`src/logic/axi_store_pkg.sv`:
```
package axi_store_pkg;

	////////////////////////////////////////
	// bus widths
	////////////////////////////////////////
	localparam int DATA_W  = 32;
	localparam int ADDR_W  = 32;
	localparam int ID_W    = 6;
	// one strobe bit per byte lane
	localparam int STRB_W  = DATA_W / 8;

	// write buffer
	localparam int BUF_DEPTH = 4;
	localparam int PTR_W     = $clog2(BUF_DEPTH);
	// count must hold the value BUF_DEPTH itself
	localparam int CNT_W     = $clog2(BUF_DEPTH + 1);

	////////////////////////////////////////
	// AXI3 field widths and codes
	////////////////////////////////////////
	localparam int SIZE_W  = 3;
	localparam int LEN_W   = 4;
	localparam int BURST_W = 2;
	localparam int RESP_W  = 2;

	// single beat
	localparam logic [LEN_W-1:0]   LEN_SINGLE  = '0;
	localparam logic [BURST_W-1:0] BURST_FIXED = 2'b00;
	localparam logic [RESP_W-1:0]  RESP_OKAY   = 2'b00;

	// store size, same encoding as AWSIZE
	typedef enum logic [SIZE_W-1:0] {
		SIZE_BYTE = 3'd0,
		SIZE_HALF = 3'd1,
		SIZE_WORD = 3'd2
	} store_size_e;

	// write master states, one transaction outstanding
	typedef enum logic [1:0] {
		WR_IDLE,
		WR_REQUEST,
		WR_WAIT_RESP
	} wr_state_e;

endpackage
```
`src/logic/store_path_top.sv`:
```
module store_path_top import axi_store_pkg::*; (
	input  logic               ACLK,
	input  logic               ARESETn,
	// core store port
	input  logic               store_en,
	input  logic [ADDR_W-1:0]  store_addr,
	input  store_size_e        store_size,
	input  logic [DATA_W-1:0]  store_data,
	input  logic [ID_W-1:0]    store_id,
	output logic               store_full,
	// AXI3 write address
	output logic [ADDR_W-1:0]  AWADDR,
	output logic [LEN_W-1:0]   AWLEN,
	output logic [SIZE_W-1:0]  AWSIZE,
	output logic [BURST_W-1:0] AWBURST,
	output logic [ID_W-1:0]    AWID,
	output logic               AWVALID,
	input  logic               AWREADY,
	// AXI3 write data
	output logic [DATA_W-1:0]  WDATA,
	output logic [STRB_W-1:0]  WSTRB,
	output logic               WLAST,
	output logic [ID_W-1:0]    WID,
	output logic               WVALID,
	input  logic               WREADY,
	// AXI3 write response
	input  logic [RESP_W-1:0]  BRESP,
	input  logic [ID_W-1:0]    BID,
	input  logic               BVALID,
	output logic               BREADY,
	// status
	output logic               write_done,
	output logic               write_err,
	output logic               writing,
	output logic [ADDR_W-1:0]  last_write_address
);

	// aligner to buffer
	logic              push;
	logic [ADDR_W-1:0] push_addr;
	store_size_e       push_size;
	logic [DATA_W-1:0] push_data;
	logic [STRB_W-1:0] push_strb;
	logic [ID_W-1:0]   push_id;

	// buffer to master
	logic              buf_empty;
	logic              pop;
	logic [ADDR_W-1:0] head_addr;
	store_size_e       head_size;
	logic [DATA_W-1:0] head_data;
	logic [STRB_W-1:0] head_strb;
	logic [ID_W-1:0]   head_id;

	store_align align_i (
		.ACLK        (ACLK),
		.ARESETn     (ARESETn),
		.store_en    (store_en),
		.store_addr  (store_addr),
		.store_size  (store_size),
		.store_data  (store_data),
		.store_id    (store_id),
		.buffer_full (store_full),
		.push        (push),
		.push_addr   (push_addr),
		.push_size   (push_size),
		.push_data   (push_data),
		.push_strb   (push_strb),
		.push_id     (push_id)
	);

	write_buffer buffer_i (
		.ACLK      (ACLK),
		.ARESETn   (ARESETn),
		.push      (push),
		.push_addr (push_addr),
		.push_size (push_size),
		.push_data (push_data),
		.push_strb (push_strb),
		.push_id   (push_id),
		.pop       (pop),
		.empty     (buf_empty),
		.full      (store_full),
		.head_addr (head_addr),
		.head_size (head_size),
		.head_data (head_data),
		.head_strb (head_strb),
		.head_id   (head_id)
	);

	axi_write_master master_i (
		.ACLK               (ACLK),
		.ARESETn            (ARESETn),
		.empty              (buf_empty),
		.head_addr          (head_addr),
		.head_size          (head_size),
		.head_data          (head_data),
		.head_strb          (head_strb),
		.head_id            (head_id),
		.pop                (pop),
		.AWADDR             (AWADDR),
		.AWLEN              (AWLEN),
		.AWSIZE             (AWSIZE),
		.AWBURST            (AWBURST),
		.AWID               (AWID),
		.AWVALID            (AWVALID),
		.AWREADY            (AWREADY),
		.WDATA              (WDATA),
		.WSTRB              (WSTRB),
		.WLAST              (WLAST),
		.WID                (WID),
		.WVALID             (WVALID),
		.WREADY             (WREADY),
		.BRESP              (BRESP),
		.BID                (BID),
		.BVALID             (BVALID),
		.BREADY             (BREADY),
		.write_done         (write_done),
		.write_err          (write_err),
		.writing            (writing),
		.last_write_address (last_write_address)
	);

endmodule

```
`src/logic/axi_write_master.sv`:
```
module axi_write_master import axi_store_pkg::*; (
	input  logic               ACLK,
	input  logic               ARESETn,
	// buffer head
	input  logic               empty,
	input  logic [ADDR_W-1:0]  head_addr,
	input  store_size_e        head_size,
	input  logic [DATA_W-1:0]  head_data,
	input  logic [STRB_W-1:0]  head_strb,
	input  logic [ID_W-1:0]    head_id,
	output logic               pop,
	// write address channel
	output logic [ADDR_W-1:0]  AWADDR,
	output logic [LEN_W-1:0]   AWLEN,
	output logic [SIZE_W-1:0]  AWSIZE,
	output logic [BURST_W-1:0] AWBURST,
	output logic [ID_W-1:0]    AWID,
	output logic               AWVALID,
	input  logic               AWREADY,
	// write data channel
	output logic [DATA_W-1:0]  WDATA,
	output logic [STRB_W-1:0]  WSTRB,
	output logic               WLAST,
	output logic [ID_W-1:0]    WID,
	output logic               WVALID,
	input  logic               WREADY,
	// write response channel
	input  logic [RESP_W-1:0]  BRESP,
	input  logic [ID_W-1:0]    BID,
	input  logic               BVALID,
	output logic               BREADY,
	// status
	output logic               write_done,
	output logic               write_err,
	output logic               writing,
	output logic [ADDR_W-1:0]  last_write_address
);

	wr_state_e       state;
	wr_state_e       next_state;
	logic            req_ok;
	logic            resp_ok;
	logic [ID_W-1:0] pend_id;

	// address and data go out together, both must be taken in one cycle
	assign req_ok  = AWVALID && AWREADY && WVALID && WREADY;
	assign resp_ok = BVALID && BREADY;

	// take the head only when nothing is open
	assign pop = (state == WR_IDLE) && !empty;

	////////////////////////////////////////
	// state machine
	////////////////////////////////////////
	always_ff @(posedge ACLK) begin
		if (!ARESETn) begin
			state <= WR_IDLE;
		end else begin
			state <= next_state;
		end
	end

	always_comb begin
		next_state = state;
		case (state)
			WR_IDLE: begin
				if (!empty) begin
					next_state = WR_REQUEST;
				end
			end
			WR_REQUEST: begin
				if (req_ok) begin
					next_state = WR_WAIT_RESP;
				end
			end
			WR_WAIT_RESP: begin
				if (resp_ok) begin
					next_state = WR_IDLE;
				end
			end
			default: next_state = WR_IDLE;
		endcase
	end

	////////////////////////////////////////
	// handshake and status flags
	////////////////////////////////////////
	always_ff @(posedge ACLK) begin
		if (!ARESETn) begin
			AWVALID    <= 1'b0;
			WVALID     <= 1'b0;
			BREADY     <= 1'b0;
			write_done <= 1'b0;
			write_err  <= 1'b0;
		end else begin
			write_done <= resp_ok;
			write_err  <= resp_ok && (BRESP != RESP_OKAY);
			if (pop) begin
				AWVALID <= 1'b1;
				WVALID  <= 1'b1;
			end else if (req_ok) begin
				AWVALID <= 1'b0;
				WVALID  <= 1'b0;
			end
			// ready for the response from the cycle after the request
			if (req_ok) begin
				BREADY <= 1'b1;
			end else if (resp_ok) begin
				BREADY <= 1'b0;
			end
		end
	end

	// request fields, loaded from the head and cleared once taken
	always_ff @(posedge ACLK) begin
		if (pop) begin
			AWADDR             <= head_addr;
			AWSIZE             <= head_size;
			AWID               <= head_id;
			WDATA              <= head_data;
			WSTRB              <= head_strb;
			pend_id            <= head_id;
			last_write_address <= head_addr;
		end else if (req_ok) begin
			AWADDR <= '0;
			AWSIZE <= '0;
			AWID   <= '0;
			WDATA  <= '0;
			WSTRB  <= '0;
		end
	end

	assign AWLEN   = LEN_SINGLE;
	assign AWBURST = BURST_FIXED;
	assign WID     = AWID;
	assign WLAST   = WVALID;
	assign writing = (state != WR_IDLE);

	a_valid_pair: assert property (@(posedge ACLK) disable iff (!ARESETn)
		AWVALID == WVALID);

	// held request keeps its fields until taken
	a_req_stable: assert property (@(posedge ACLK) disable iff (!ARESETn)
		AWVALID && !req_ok |=> AWVALID && WVALID
			&& $stable(AWADDR) && $stable(AWSIZE) && $stable(AWID)
			&& $stable(WDATA) && $stable(WSTRB));

	// slave answers for the transaction still open
	a_bid_match: assert property (@(posedge ACLK) disable iff (!ARESETn)
		resp_ok |-> BID == pend_id);

endmodule

```
`src/logic/write_buffer.sv`:
```
module write_buffer import axi_store_pkg::*; (
	input  logic              ACLK,
	input  logic              ARESETn,
	// from the aligner
	input  logic              push,
	input  logic [ADDR_W-1:0] push_addr,
	input  store_size_e       push_size,
	input  logic [DATA_W-1:0] push_data,
	input  logic [STRB_W-1:0] push_strb,
	input  logic [ID_W-1:0]   push_id,
	// from the write master
	input  logic              pop,
	output logic              empty,
	output logic              full,
	output logic [ADDR_W-1:0] head_addr,
	output store_size_e       head_size,
	output logic [DATA_W-1:0] head_data,
	output logic [STRB_W-1:0] head_strb,
	output logic [ID_W-1:0]   head_id
);

	logic [ADDR_W-1:0] mem_addr [BUF_DEPTH];
	store_size_e       mem_size [BUF_DEPTH];
	logic [DATA_W-1:0] mem_data [BUF_DEPTH];
	logic [STRB_W-1:0] mem_strb [BUF_DEPTH];
	logic [ID_W-1:0]   mem_id   [BUF_DEPTH];

	logic [PTR_W-1:0] wr_ptr;
	logic [PTR_W-1:0] rd_ptr;
	logic [CNT_W-1:0] count;

	// wrap at the last entry
	function automatic logic [PTR_W-1:0] ptr_next(input logic [PTR_W-1:0] ptr);
		if (ptr == PTR_W'(BUF_DEPTH - 1)) begin
			return '0;
		end
		return ptr + 1'b1;
	endfunction

	always_ff @(posedge ACLK) begin
		if (push) begin
			mem_addr[wr_ptr] <= push_addr;
			mem_size[wr_ptr] <= push_size;
			mem_data[wr_ptr] <= push_data;
			mem_strb[wr_ptr] <= push_strb;
			mem_id[wr_ptr]   <= push_id;
		end
	end

	always_ff @(posedge ACLK) begin
		if (!ARESETn) begin
			wr_ptr <= '0;
			rd_ptr <= '0;
			count  <= '0;
		end else begin
			if (push) begin
				wr_ptr <= ptr_next(wr_ptr);
			end
			if (pop) begin
				rd_ptr <= ptr_next(rd_ptr);
			end
			case ({push, pop})
				2'b10:   count <= count + 1'b1;
				2'b01:   count <= count - 1'b1;
				default: count <= count;
			endcase
		end
	end

	assign empty = (count == '0);
	// one store may still sit in the aligner, so flag full one entry early
	assign full  = (count >= CNT_W'(BUF_DEPTH - 1));

	assign head_addr = mem_addr[rd_ptr];
	assign head_size = mem_size[rd_ptr];
	assign head_data = mem_data[rd_ptr];
	assign head_strb = mem_strb[rd_ptr];
	assign head_id   = mem_id[rd_ptr];

	a_no_pop_empty: assert property (@(posedge ACLK) disable iff (!ARESETn)
		pop |-> !empty);

	a_no_overflow: assert property (@(posedge ACLK) disable iff (!ARESETn)
		push |-> count < CNT_W'(BUF_DEPTH) || pop);

endmodule

```
`src/logic/store_align.sv`:
```
module store_align import axi_store_pkg::*; (
	input  logic              ACLK,
	input  logic              ARESETn,
	// core store strobe
	input  logic              store_en,
	input  logic [ADDR_W-1:0] store_addr,
	input  store_size_e       store_size,
	input  logic [DATA_W-1:0] store_data,
	input  logic [ID_W-1:0]   store_id,
	input  logic              buffer_full,
	// aligned store to the buffer
	output logic              push,
	output logic [ADDR_W-1:0] push_addr,
	output store_size_e       push_size,
	output logic [DATA_W-1:0] push_data,
	output logic [STRB_W-1:0] push_strb,
	output logic [ID_W-1:0]   push_id
);

	logic [DATA_W-1:0] lane_data;
	logic [STRB_W-1:0] lane_strb;

	// replicate the value over all lanes, strobe picks the live bytes
	always_comb begin
		case (store_size)
			SIZE_BYTE: begin
				lane_data = {(STRB_W){store_data[7:0]}};
				lane_strb = STRB_W'(1) << store_addr[1:0];
			end
			SIZE_HALF: begin
				lane_data = {(STRB_W / 2){store_data[15:0]}};
				lane_strb = STRB_W'(2'b11) << {store_addr[1], 1'b0};
			end
			SIZE_WORD: begin
				lane_data = store_data;
				lane_strb = '1;
			end
			default: begin
				// unknown size writes no byte
				lane_data = store_data;
				lane_strb = '0;
			end
		endcase
	end

	always_ff @(posedge ACLK) begin
		if (!ARESETn) begin
			push <= 1'b0;
		end else begin
			push <= store_en;
		end
	end

	always_ff @(posedge ACLK) begin
		if (store_en) begin
			push_addr <= store_addr;
			push_size <= store_size;
			push_data <= lane_data;
			push_strb <= lane_strb;
			push_id   <= store_id;
		end
	end

	////////////////////////////////////////
	// core side rules
	////////////////////////////////////////
	// full already counts the store held here
	a_no_store_when_full: assert property (@(posedge ACLK) disable iff (!ARESETn)
		store_en |-> !buffer_full);

	a_half_aligned: assert property (@(posedge ACLK) disable iff (!ARESETn)
		store_en && store_size == SIZE_HALF |-> store_addr[0] == 1'b0);

	a_word_aligned: assert property (@(posedge ACLK) disable iff (!ARESETn)
		store_en && store_size == SIZE_WORD |-> store_addr[1:0] == 2'b00);

endmodule

```
`config.mk`:
```
export PLATFORM = sky130hd
export DESIGN_NAME = store_path_top
export DESIGN_NICKNAME = d
export VERILOG_FILES = /design/src/logic/axi_store_pkg.sv /design/src/logic/store_path_top.sv /design/src/logic/axi_write_master.sv /design/src/logic/write_buffer.sv /design/src/logic/store_align.sv
export SDC_FILE = /design/constraint.sdc
export NUM_CORES = 1
export LEC_CHECK = 0
export ABC_AREA = 1
export BUFFER_PORTS_ARGS = -buffer_cell sky130_fd_sc_hd__buf_2
export CAP_MARGIN = 0
export CORE_ASPECT_RATIO = 0.6
export CORE_MARGIN = 3
export CORE_UTILIZATION = 62
export DETAILED_ROUTE_END_ITERATION = 7
export PLACE_DENSITY = 0.9
export RECOVER_POWER = 100
export SYNTH_ARGS = -nofsm -noshare
export SYNTH_HDL_FRONTEND = slang
export SYNTH_HIERARCHICAL = 1
export SYNTH_SLANG_ARGS = --single-unit
```
`constraint.sdc`:
```
create_clock -name ACLK -period 8.75 [get_ports ACLK]
set_clock_uncertainty 0.2 [all_clocks]
set_input_delay 2.1875 -clock ACLK [delete_from_list [all_inputs] [get_ports ACLK]]
set_output_delay 2.1875 -clock ACLK [all_outputs]
set_load 0.01 [all_outputs]
```
==> results.md, run 1 <==
- The number of vias per cell is 5.79.
- The final period demand of the worst path is 5.91 ns.
- The capturing element type of the critical path is a flop.
- The hold-fix buffer count after cts is 0.
- Synthesis handed over a netlist of 1303 instances.
- Measured along the x axis, the die boundary spans 232 µm.
- The maximum number of pins on one net before global-route repair is 155.
- The max-slew violation total from the final report came to 510.
- The initial core utilization is 0.645.
- After detailed routing, the number of remaining DRC violations is 0.
- The number of gates resized after CTS is 0.
- The run finished, with violations left.
- The CTS tree is done.
- The post-detailed-placement half-perimeter wirelength is 22600 µm.
- The final number of hold-violating endpoints came to 0.
- The maximum clock insertion buffer count is 3.
- The floorplan step set the die height to 142 µm.
- The number of buffers and inverters on the critical path is 2.
- The wire length of the first global-routing pass is 61500 µm.
- Setup repair after global routing left no endpoint under its margin.
- A synthesized cell averages 14.6 µm².
- The highest fanout seen on the critical path is 73.
- The number of antenna violations at the first check in global routing is 6.
- The placed instances occupy a cell area of 0.0200 mm².
- The pre-antenna-repair detailed-routing pass consisted of 7 iterations.
- The aggregate routed wire length is 40200 µm.
- The minimum setup slack after placement is 4.63 ns.
- The static leakage is 7.58 nW.
- The flip-flop and latch count after synthesis is 510.
- Headroom to the max-slew limit came out at -2.04.
- The number of cells on the worst hold path is 1.
- The routability-driven placement congestion ratio is 0.794.
- In this run, the number of DRC markers left after iteration 0 of detailed routing was 1190.
- The number of warnings issued by yosys is 6.
- The kind of critical path is in2reg.
- Setup violations remaining at the end of the flow were counted as 0.
- The pin slew with the least headroom to its limit is 4.57 ns.
- For this run, the register share of the synthesized area comes to 0.798.
- Counting the buffers created by CTS gives 44.
- The most common flop cell mapped by yosys is edfxtp_1.
- The depth of the critical timing path with buffers and inverters included is 2.
- The final total negative setup slack is 0 ns.
- The number of global-route vias before repair is 10977.
- In this run the critical register-to-register path is launched from buffer_i/count[0]$_SDFFE_PN0P_.
- The checks that failed: max-capacitance violations, max-slew violations.
- The final layout contains 1585 nets.
- By instance count, the cell type seen most on the critical path is clkbuf_1.
- For this design, the slowest cell found on the critical path is clkbuf_1.
- After floorplanning, the core was sized to cover 0.0294 mm².
- Fill cells in the final layout number 1903.
- Power spread over the standard cell area amounts to 337 mW/mm².
- The number of buffers added on ports is 203.
- Data arrives at the worst endpoint at 5.75 ns.
- Data on the critical path is required at its endpoint by 8.59 ns.
- The worst register-to-register path ends at master_i/WSTRB[2]$_SDFFCE_PN0P_.
- The per-cell routed wire length is 20.9 µm.
- After routing the design area is 0.0212 mm².
- The async set or reset register ratio after synthesis is 0.
- For hold timing, the worst endpoint is buffer_i/count[0]$_SDFFE_PN0P_.
- After clock tree synthesis, the clock-pin slew on the worst setup and hold paths is 0.06 ns.
- The total global routing overflow is 0.
- The count of H-tree levels built during CTS is 2.
- The number of enable flip-flop cells after synthesis is 494.
- The maximum frequency from static timing analysis is 169 MHz.
- Of the available clock period, the critical path in the final layout requires 0.676.
- Among cell families on the critical path, the largest total delay comes from buffers and inverters.
- The number of cell rows is 48.
- The die covers 0.0328 mm².
- The count of vias placed by the detailed router is 11144.
- The total clock sinks is 510.
- The growth of design area from synthesis to finish is 11.8%.
- The overall routing resource usage is 0.246.
- The logic depth of the worst register-to-register path is 5.
- The count of nets left with antenna violations once routing finished came out at 0.
- The buffer count from post-CTS setup fixing is 0.
- The register-to-register setup slack is 3.61 ns.
- Across the run, the number of max-cap violations was 9.
- The tree is rooted in a clkbuf_16.
- The synthesized area is 0.0190 mm².
- The worst-skew pair later-pin latency is 0.55 ns.
- The path class of the lowest-slack min-delay path is reg2reg.
- STA classifies the critical path startpoint as a primary input.
- During I/O placement, the number of pins put on the boundary was 216.
- On the worst path, the slowest cell contributes a delay of 3.22 ns.
- In this run the most critical hold path is launched from buffer_i/count[0]$_SDFFE_PN0P_.
- The netlist uses 28 different library cells.
- The fraction of final layout cells with drive strength greater than 1 is 0.0887.
- Walking the worst path, the cells encountered are clkbuf_1, clkbuf_1.
- The worst-case IR drop observed on VDD is 215 µV.
- The post-layout worst setup margin is 2.84 ns.
## how the worst max path moves through the flow
stage	from	to	slack, ns
detailed placement	WREADY	master_i/WDATA[1]$_SDFFCE_PN0P_	4.63
CTS	buffer_i/count[0]$_SDFFE_PN0P_	store_full	4.84
floorplan	WREADY	master_i/AWADDR[0]$_SDFFCE_PN0P_	4.15
global route	store_en	align_i/push_addr[3]$_DFFE_PP_	2.48
finish	store_en	align_i/push_id[1]$_DFFE_PP_	2.84
global placement	WREADY	master_i/WDATA[5]$_SDFFCE_PN0P_	4.69
## stage by stage
step | hold slack [ns] | utilization | instances | power [mW]
after CTS | 0.289 | 0.729 | 1922 | 7.22
after global routing | 0.310 | 0.721 | 1926 | 7.51
after detailed placement | 0.279 | 0.681 | 1845 | 5.31
after floorplan | 0.244 | - | 1308 | 4.70
final | 0.290 | 0.721 | 1926 | 7.16
after global placement | 0.255 | 0.681 | 1845 | 5.21
## cells in the mapped netlist, types with 2 or more instances
cell type  number  area share
buf_2           9      0.0024
inv_1         105       0.021
edfxtp_1      494        0.78
buf_4          20      0.0079
inv_2           2     0.00040
dfxtp_1        16       0.017
clkbuf_2        7      0.0018
nand3_1        45       0.012
ha_1            6      0.0040
o22ai_1        77       0.025
clkbuf_8        7      0.0051
nor2_4          2      0.0012
nand2_1        58       0.011
nor2_1        246       0.049
o21ai_0       154       0.041
nor3_1          3     0.00079
o21ai_1         5      0.0013
a21oi_1         7      0.0018
clkbuf_4        3      0.0012
clkbuf_1       15      0.0030
buf_6          15      0.0089
## flip-flops by register name, summed over array words and instances, names as in the netlist, 6 cells and up, named ones only
name,count
master_i/last_write_address,32
align_i/push_data,32
master_i/AWADDR,32
align_i/push_id,6
master_i/AWID,6
buffer_i/mem_addr,128
buffer_i/mem_id,24
buffer_i/mem_size,12
buffer_i/mem_strb,16
align_i/push_addr,32
master_i/WDATA,32
buffer_i/mem_data,128
## cell usage in the layout, fill, tap and decap left out, types with 2 or more instances in the layout
master	count
dfxtp_1	15
diode_2	4
buf_2	58
inv_1	102
bufinv_16	4
o21ai_1	5
clkinvlp_2	4
conb_1	6
ha_1	6
nand2_1	58
nor3_1	3
clkbuf_8	3
a21oi_1	7
o21ai_0	154
buf_4	4
nor2_1	248
clkinv_1	6
inv_8	2
clkbuf_16	45
o22ai_1	77
edfxtp_1	494
nand3_1	45
clkinv_2	10
clkbuf_1	158
## routing by layer
layer / track usage / share of wire / vias up
met2: 0.395 / 0.47 / 567
met4: 0.0814 / 0.027 / 4
met3: 0.0449 / 0.087 / 84
li1: - / - / 5020
met1: 0.349 / 0.41 / 5469
met5: 0 / 0.00040 / -
## layout make-up
| class | instances | area [µm²] | area share |
|---|---|---|---|
| inverter | 108 | 418 | 0.0197 |
| clock inverter | 22 | 213 | 0.0100 |
| multi-input combinational | 614 | 2850 | 0.134 |
| sequential | 510 | 15200 | 0.714 |
| antenna | 4 | 10.0 | 0.000471 |
| clock buffer | 55 | 1190 | 0.0562 |
| tap | 400 | 500 | 0.0236 |
| timing repair buffer | 213 | 887 | 0.0418 |
## power by group
part / switching, mW / leakage, nW / total, mW / internal [mW]
Combinational: 1.31 / 2.14 / 1.78 / 0.470
Clock: 0.842 / 0.700 / 1.93 / 1.09
Sequential: 0.180 / 4.75 / 3.45 / 3.27
## cells by family after synthesis
kind of cell,Yosys count,share of synthesized area
fa+ha+maj,7,0.00501
other cells,1,0.000197
simple gates,356,0.0748
flops,510,0.798
compound gates,245,0.0700
buf+inv,184,0.0520
(Power assumes the default switching activity.)
==> inputs of run 2 (changes only) <==
--- a/config.mk
+++ b/config.mk
@@ -10,9 +10,9 @@
 export CAP_MARGIN = 0
 export CORE_ASPECT_RATIO = 0.6
 export CORE_MARGIN = 3
-export CORE_UTILIZATION = 62
+export CORE_UTILIZATION = 58
 export DETAILED_ROUTE_END_ITERATION = 7
-export PLACE_DENSITY = 0.9
+export PLACE_DENSITY = 0.85
 export RECOVER_POWER = 100
 export SYNTH_ARGS = -nofsm -noshare
 export SYNTH_HDL_FRONTEND = slang
==> constraint.sdc (replaced) <==
create_clock -name ACLK -period 6.2 [get_ports ACLK]
set_clock_uncertainty 0.2 [all_clocks]
set_input_delay 1.55 -clock ACLK [delete_from_list [all_inputs] [get_ports ACLK]]
set_output_delay 1.55 -clock ACLK [all_outputs]
set_load 0.01 [all_outputs]
==> run 2 against run 1 <==
Compared with the run above:
- the flow still finishes with violations (max-capacitance violations, max-slew violations)
- combinational power rose by 41%
- critical path depth rose by 11
- die area rose by 6.7%
- total power rose by 38%
- via count fell by 1.2%
- hold slack got worse by 0.0080 ns
- sequential cell count did not move
- setup slack got worse by 1.2 ns
- sequential power rose by 40%
- clock power rose by 33%
- global-route usage fell by 1.9 points
- largest power group unchanged
==> results.md, run 2 (synthesis results as in run 1) <==
- The run finished, with violations left.
- The checks that failed: max-capacitance violations, max-slew violations.
- In the final layout, the registers with the most flip-flops are buffer_i/mem_addr: 128 flops, buffer_i/mem_data: 128 flops.
- The reg-to-reg endpoint is buffer_i/count[2]$_SDFFE_PN0P_.
- The final number of hold-violating endpoints is 0.
- The number of antenna violations at the first check in global routing is 7.
- The floorplan step set the die height to 146 µm.
- The antenna violation net count after detailed routing is 0.
- In the final timing run, aggregate negative setup slack is 0 ns.
- The library cell used most frequently in the layout, excluding fill and tap cells, is edfxtp_1.
- The total of endpoints with negative setup slack in the final report is 0.
- The first-pass iteration count of the detailed router is 6.
- For this run, the top clock speed supported by timing is 221 MHz.
- The highest fanout seen on the critical path is 38.
- For hold timing, the worst endpoint is master_i/BREADY$_SDFFE_PN0P_.
- The floorplan has 50 rows.
- The first global-routing pass estimated 61200 µm of wire.
- Global routing finished with a remaining overflow of 0.
- The remaining design rule violation count is 0.
- The final period demand of the worst path is 4.53 ns.
- The share of the clock period used by the worst path is 0.731.
- Buffers added to address setup during post-CTS repair amount to 0.
- The critical path data arrival time is 4.80 ns.
- The per-cell routed wire length is 20.5 µm.
- Dividing total power by cell area gives a power density of 467 mW/mm².
- The fraction of final layout cells with drive strength greater than 1 is 0.0890.
- The count of vias placed by the detailed router is 11012.
- Max-cap violations in this run came to 9.
- Summing all flip-flop and latch instances after layout gives 0.0152 mm².
- The analysis attributes to cell leakage a power of 7.55 nW.
- The library cells used most frequently in the layout, excluding fill and tap cells, are edfxtp_1, nor2_1, clkbuf_1.
- The filler cells instantiated in the layout total 2248.
- STA classifies the critical path endpoint as a flop.
- For the pin with the worst max-slew slack, the measured transition is 2.83 ns.
- The growth of design area from synthesis to finish is 11.5%.
- Summed over all layers, the routed wires come to 39800 µm.
- The register-to-register setup slack is 1.67 ns.
- The start of the worst register-to-register path is buffer_i/count[0]$_SDFFE_PN0P_.
- The max-slew violation total from the final report is 486.
- The relative slew slack is -0.890.
- The number of buffers added on ports is 203.
- The startpoint kind of the worst setup timing path is a flop.
- The CTS tree is done.
- The congestion estimate from routability-driven global placement came to 0.828.
- The horizontal extent of the die is 240 µm.
- Clock tree synthesis found a total of 510 sinks.
- The path class of the lowest-slack min-delay path is reg2reg.
- The number of cells on the worst hold path is 2.
- The critical path required time is 6.46 ns.
- The tree is rooted in a clkbuf_16.
- Setup repair after global routing left no endpoint under its margin.
- The overall routing resource usage is 0.227.
- After detailed routing, the number of vias per cell comes to 5.68.
- The I/O pin count is 216.
- The core footprint is 0.0317 mm².
- Gates resized during post-CTS repair numbered 0.
- The post-layout utilization of the core is 0.668.
- The number of global-route vias before repair was 10833.
- The number of clock buffers added by TritonCTS is 44.
- The hold-fix buffer count after cts is 0.
- The maximum number of pins on one net before global-route repair is 155.
- The maximum clock insertion buffer count is 3.
- The multi-input logic area is 0.00285 mm².
- At the later pin of the worst-skew pair, clock insertion delay measures 0.54 ns.
- The logic depth of the worst register-to-register path is 13.
- The H-tree generated during clock tree synthesis spans 2 levels.
- VDD sags by at most 327 µV.
- The post-detailed-placement half-perimeter wirelength is 23000 µm.
- The DRC violation total after the first TritonRoute iteration is 1101.
- In this run the most critical hold path is launched from master_i/BREADY$_SDFFE_PN0P_.
- The kind of critical path is reg2reg.
- The initial core utilization is 0.599.
- The die covers 0.0350 mm².
- The final-stage net count is 1584.
- After clock tree synthesis, the clock-pin slew on the worst setup and hold paths is 0.07 ns.
run 2: worst max-delay path by stage:
| stage | from | to | depth (start not counted) | slack, ns |
|---|---|---|---|---|
| finish | buffer_i/count[0]$_SDFFE_PN0P_ | buffer_i/count[2]$_SDFFE_PN0P_ | 13 | 1.67 |
| global route | buffer_i/count[0]$_SDFFE_PN0P_ | buffer_i/count[2]$_SDFFE_PN0P_ | 13 | 1.28 |
| CTS | buffer_i/count[0]$_SDFFE_PN0P_ | master_i/AWADDR[26]$_SDFFCE_PN0P_ | 5 | 2.76 |
| detailed placement | buffer_i/count[0]$_SDFFE_PN0P_ | master_i/WDATA[3]$_SDFFCE_PN0P_ | 5 | 2.79 |
| global placement | WREADY | master_i/WDATA[3]$_SDFFCE_PN0P_ | 3 | 2.89 |
| floorplan | WREADY | master_i/AWADDR[0]$_SDFFCE_PN0P_ | 2 | 2.23 |
run 2: metal layers:
layer | track usage | part of all wire | vias to the layer above
met2 | 0.363 | 0.47 | 503
met3 | 0.0376 | 0.079 | 94
met5 | 0 | 0 | -
met4 | 0.0737 | 0.028 | 0
li1 | - | - | 5030
met1 | 0.325 | 0.42 | 5385
run 2: cell type report:
type | instances | area share
repair buffers | 212 | 0.0422
diodes | 5 | 0.000591
clock inverters | 11 | 0.00225
multi-input cells | 614 | 0.135
well taps | 416 | 0.0246
clock buffers | 62 | 0.0602
flip-flops and latches | 510 | 0.716
inverters | 108 | 0.0196
run 2: worst max-delay path, stage by stage, from the launching register on:
cell	delay [ns]
dfxtp_1	0.34
nor3_1	0.35
inv_1	0.09
nand2_1	1.30
inv_2	0.91
ha_1	0.50
inv_1	0.10
fa_1	0.20
inv_1	0.05
nand2_1	0.07
nand3_1	0.08
nand2_1	0.07
inv_1	0.05
nor2_1	0.11
run 2: metrics by stage:
stage          setup slack, ns  cells  hold WS (ns)  instance area, µm²  total power, mW
3_5_place_dp              2.79   1860         0.272               20100             7.48
4_1_cts                   2.76   1933         0.280               21400             10.0
3_3_place_gp              2.89   1860         0.261               20100             7.35
6_report                  1.67   1938         0.282               21200             9.90
2_1_floorplan             2.23   1308         0.244               19000             6.64
5_1_grt                   1.28   1938         0.314               21200             10.4
run 2: where the power goes:
group | leakage, nW | internal (mW) | total (mW) | switching (mW)
clock | 0.649 | 1.42 | 2.57 | 1.14
combinational | 2.15 | 0.643 | 2.51 | 1.86
sequential | 4.75 | 4.61 | 4.82 | 0.217
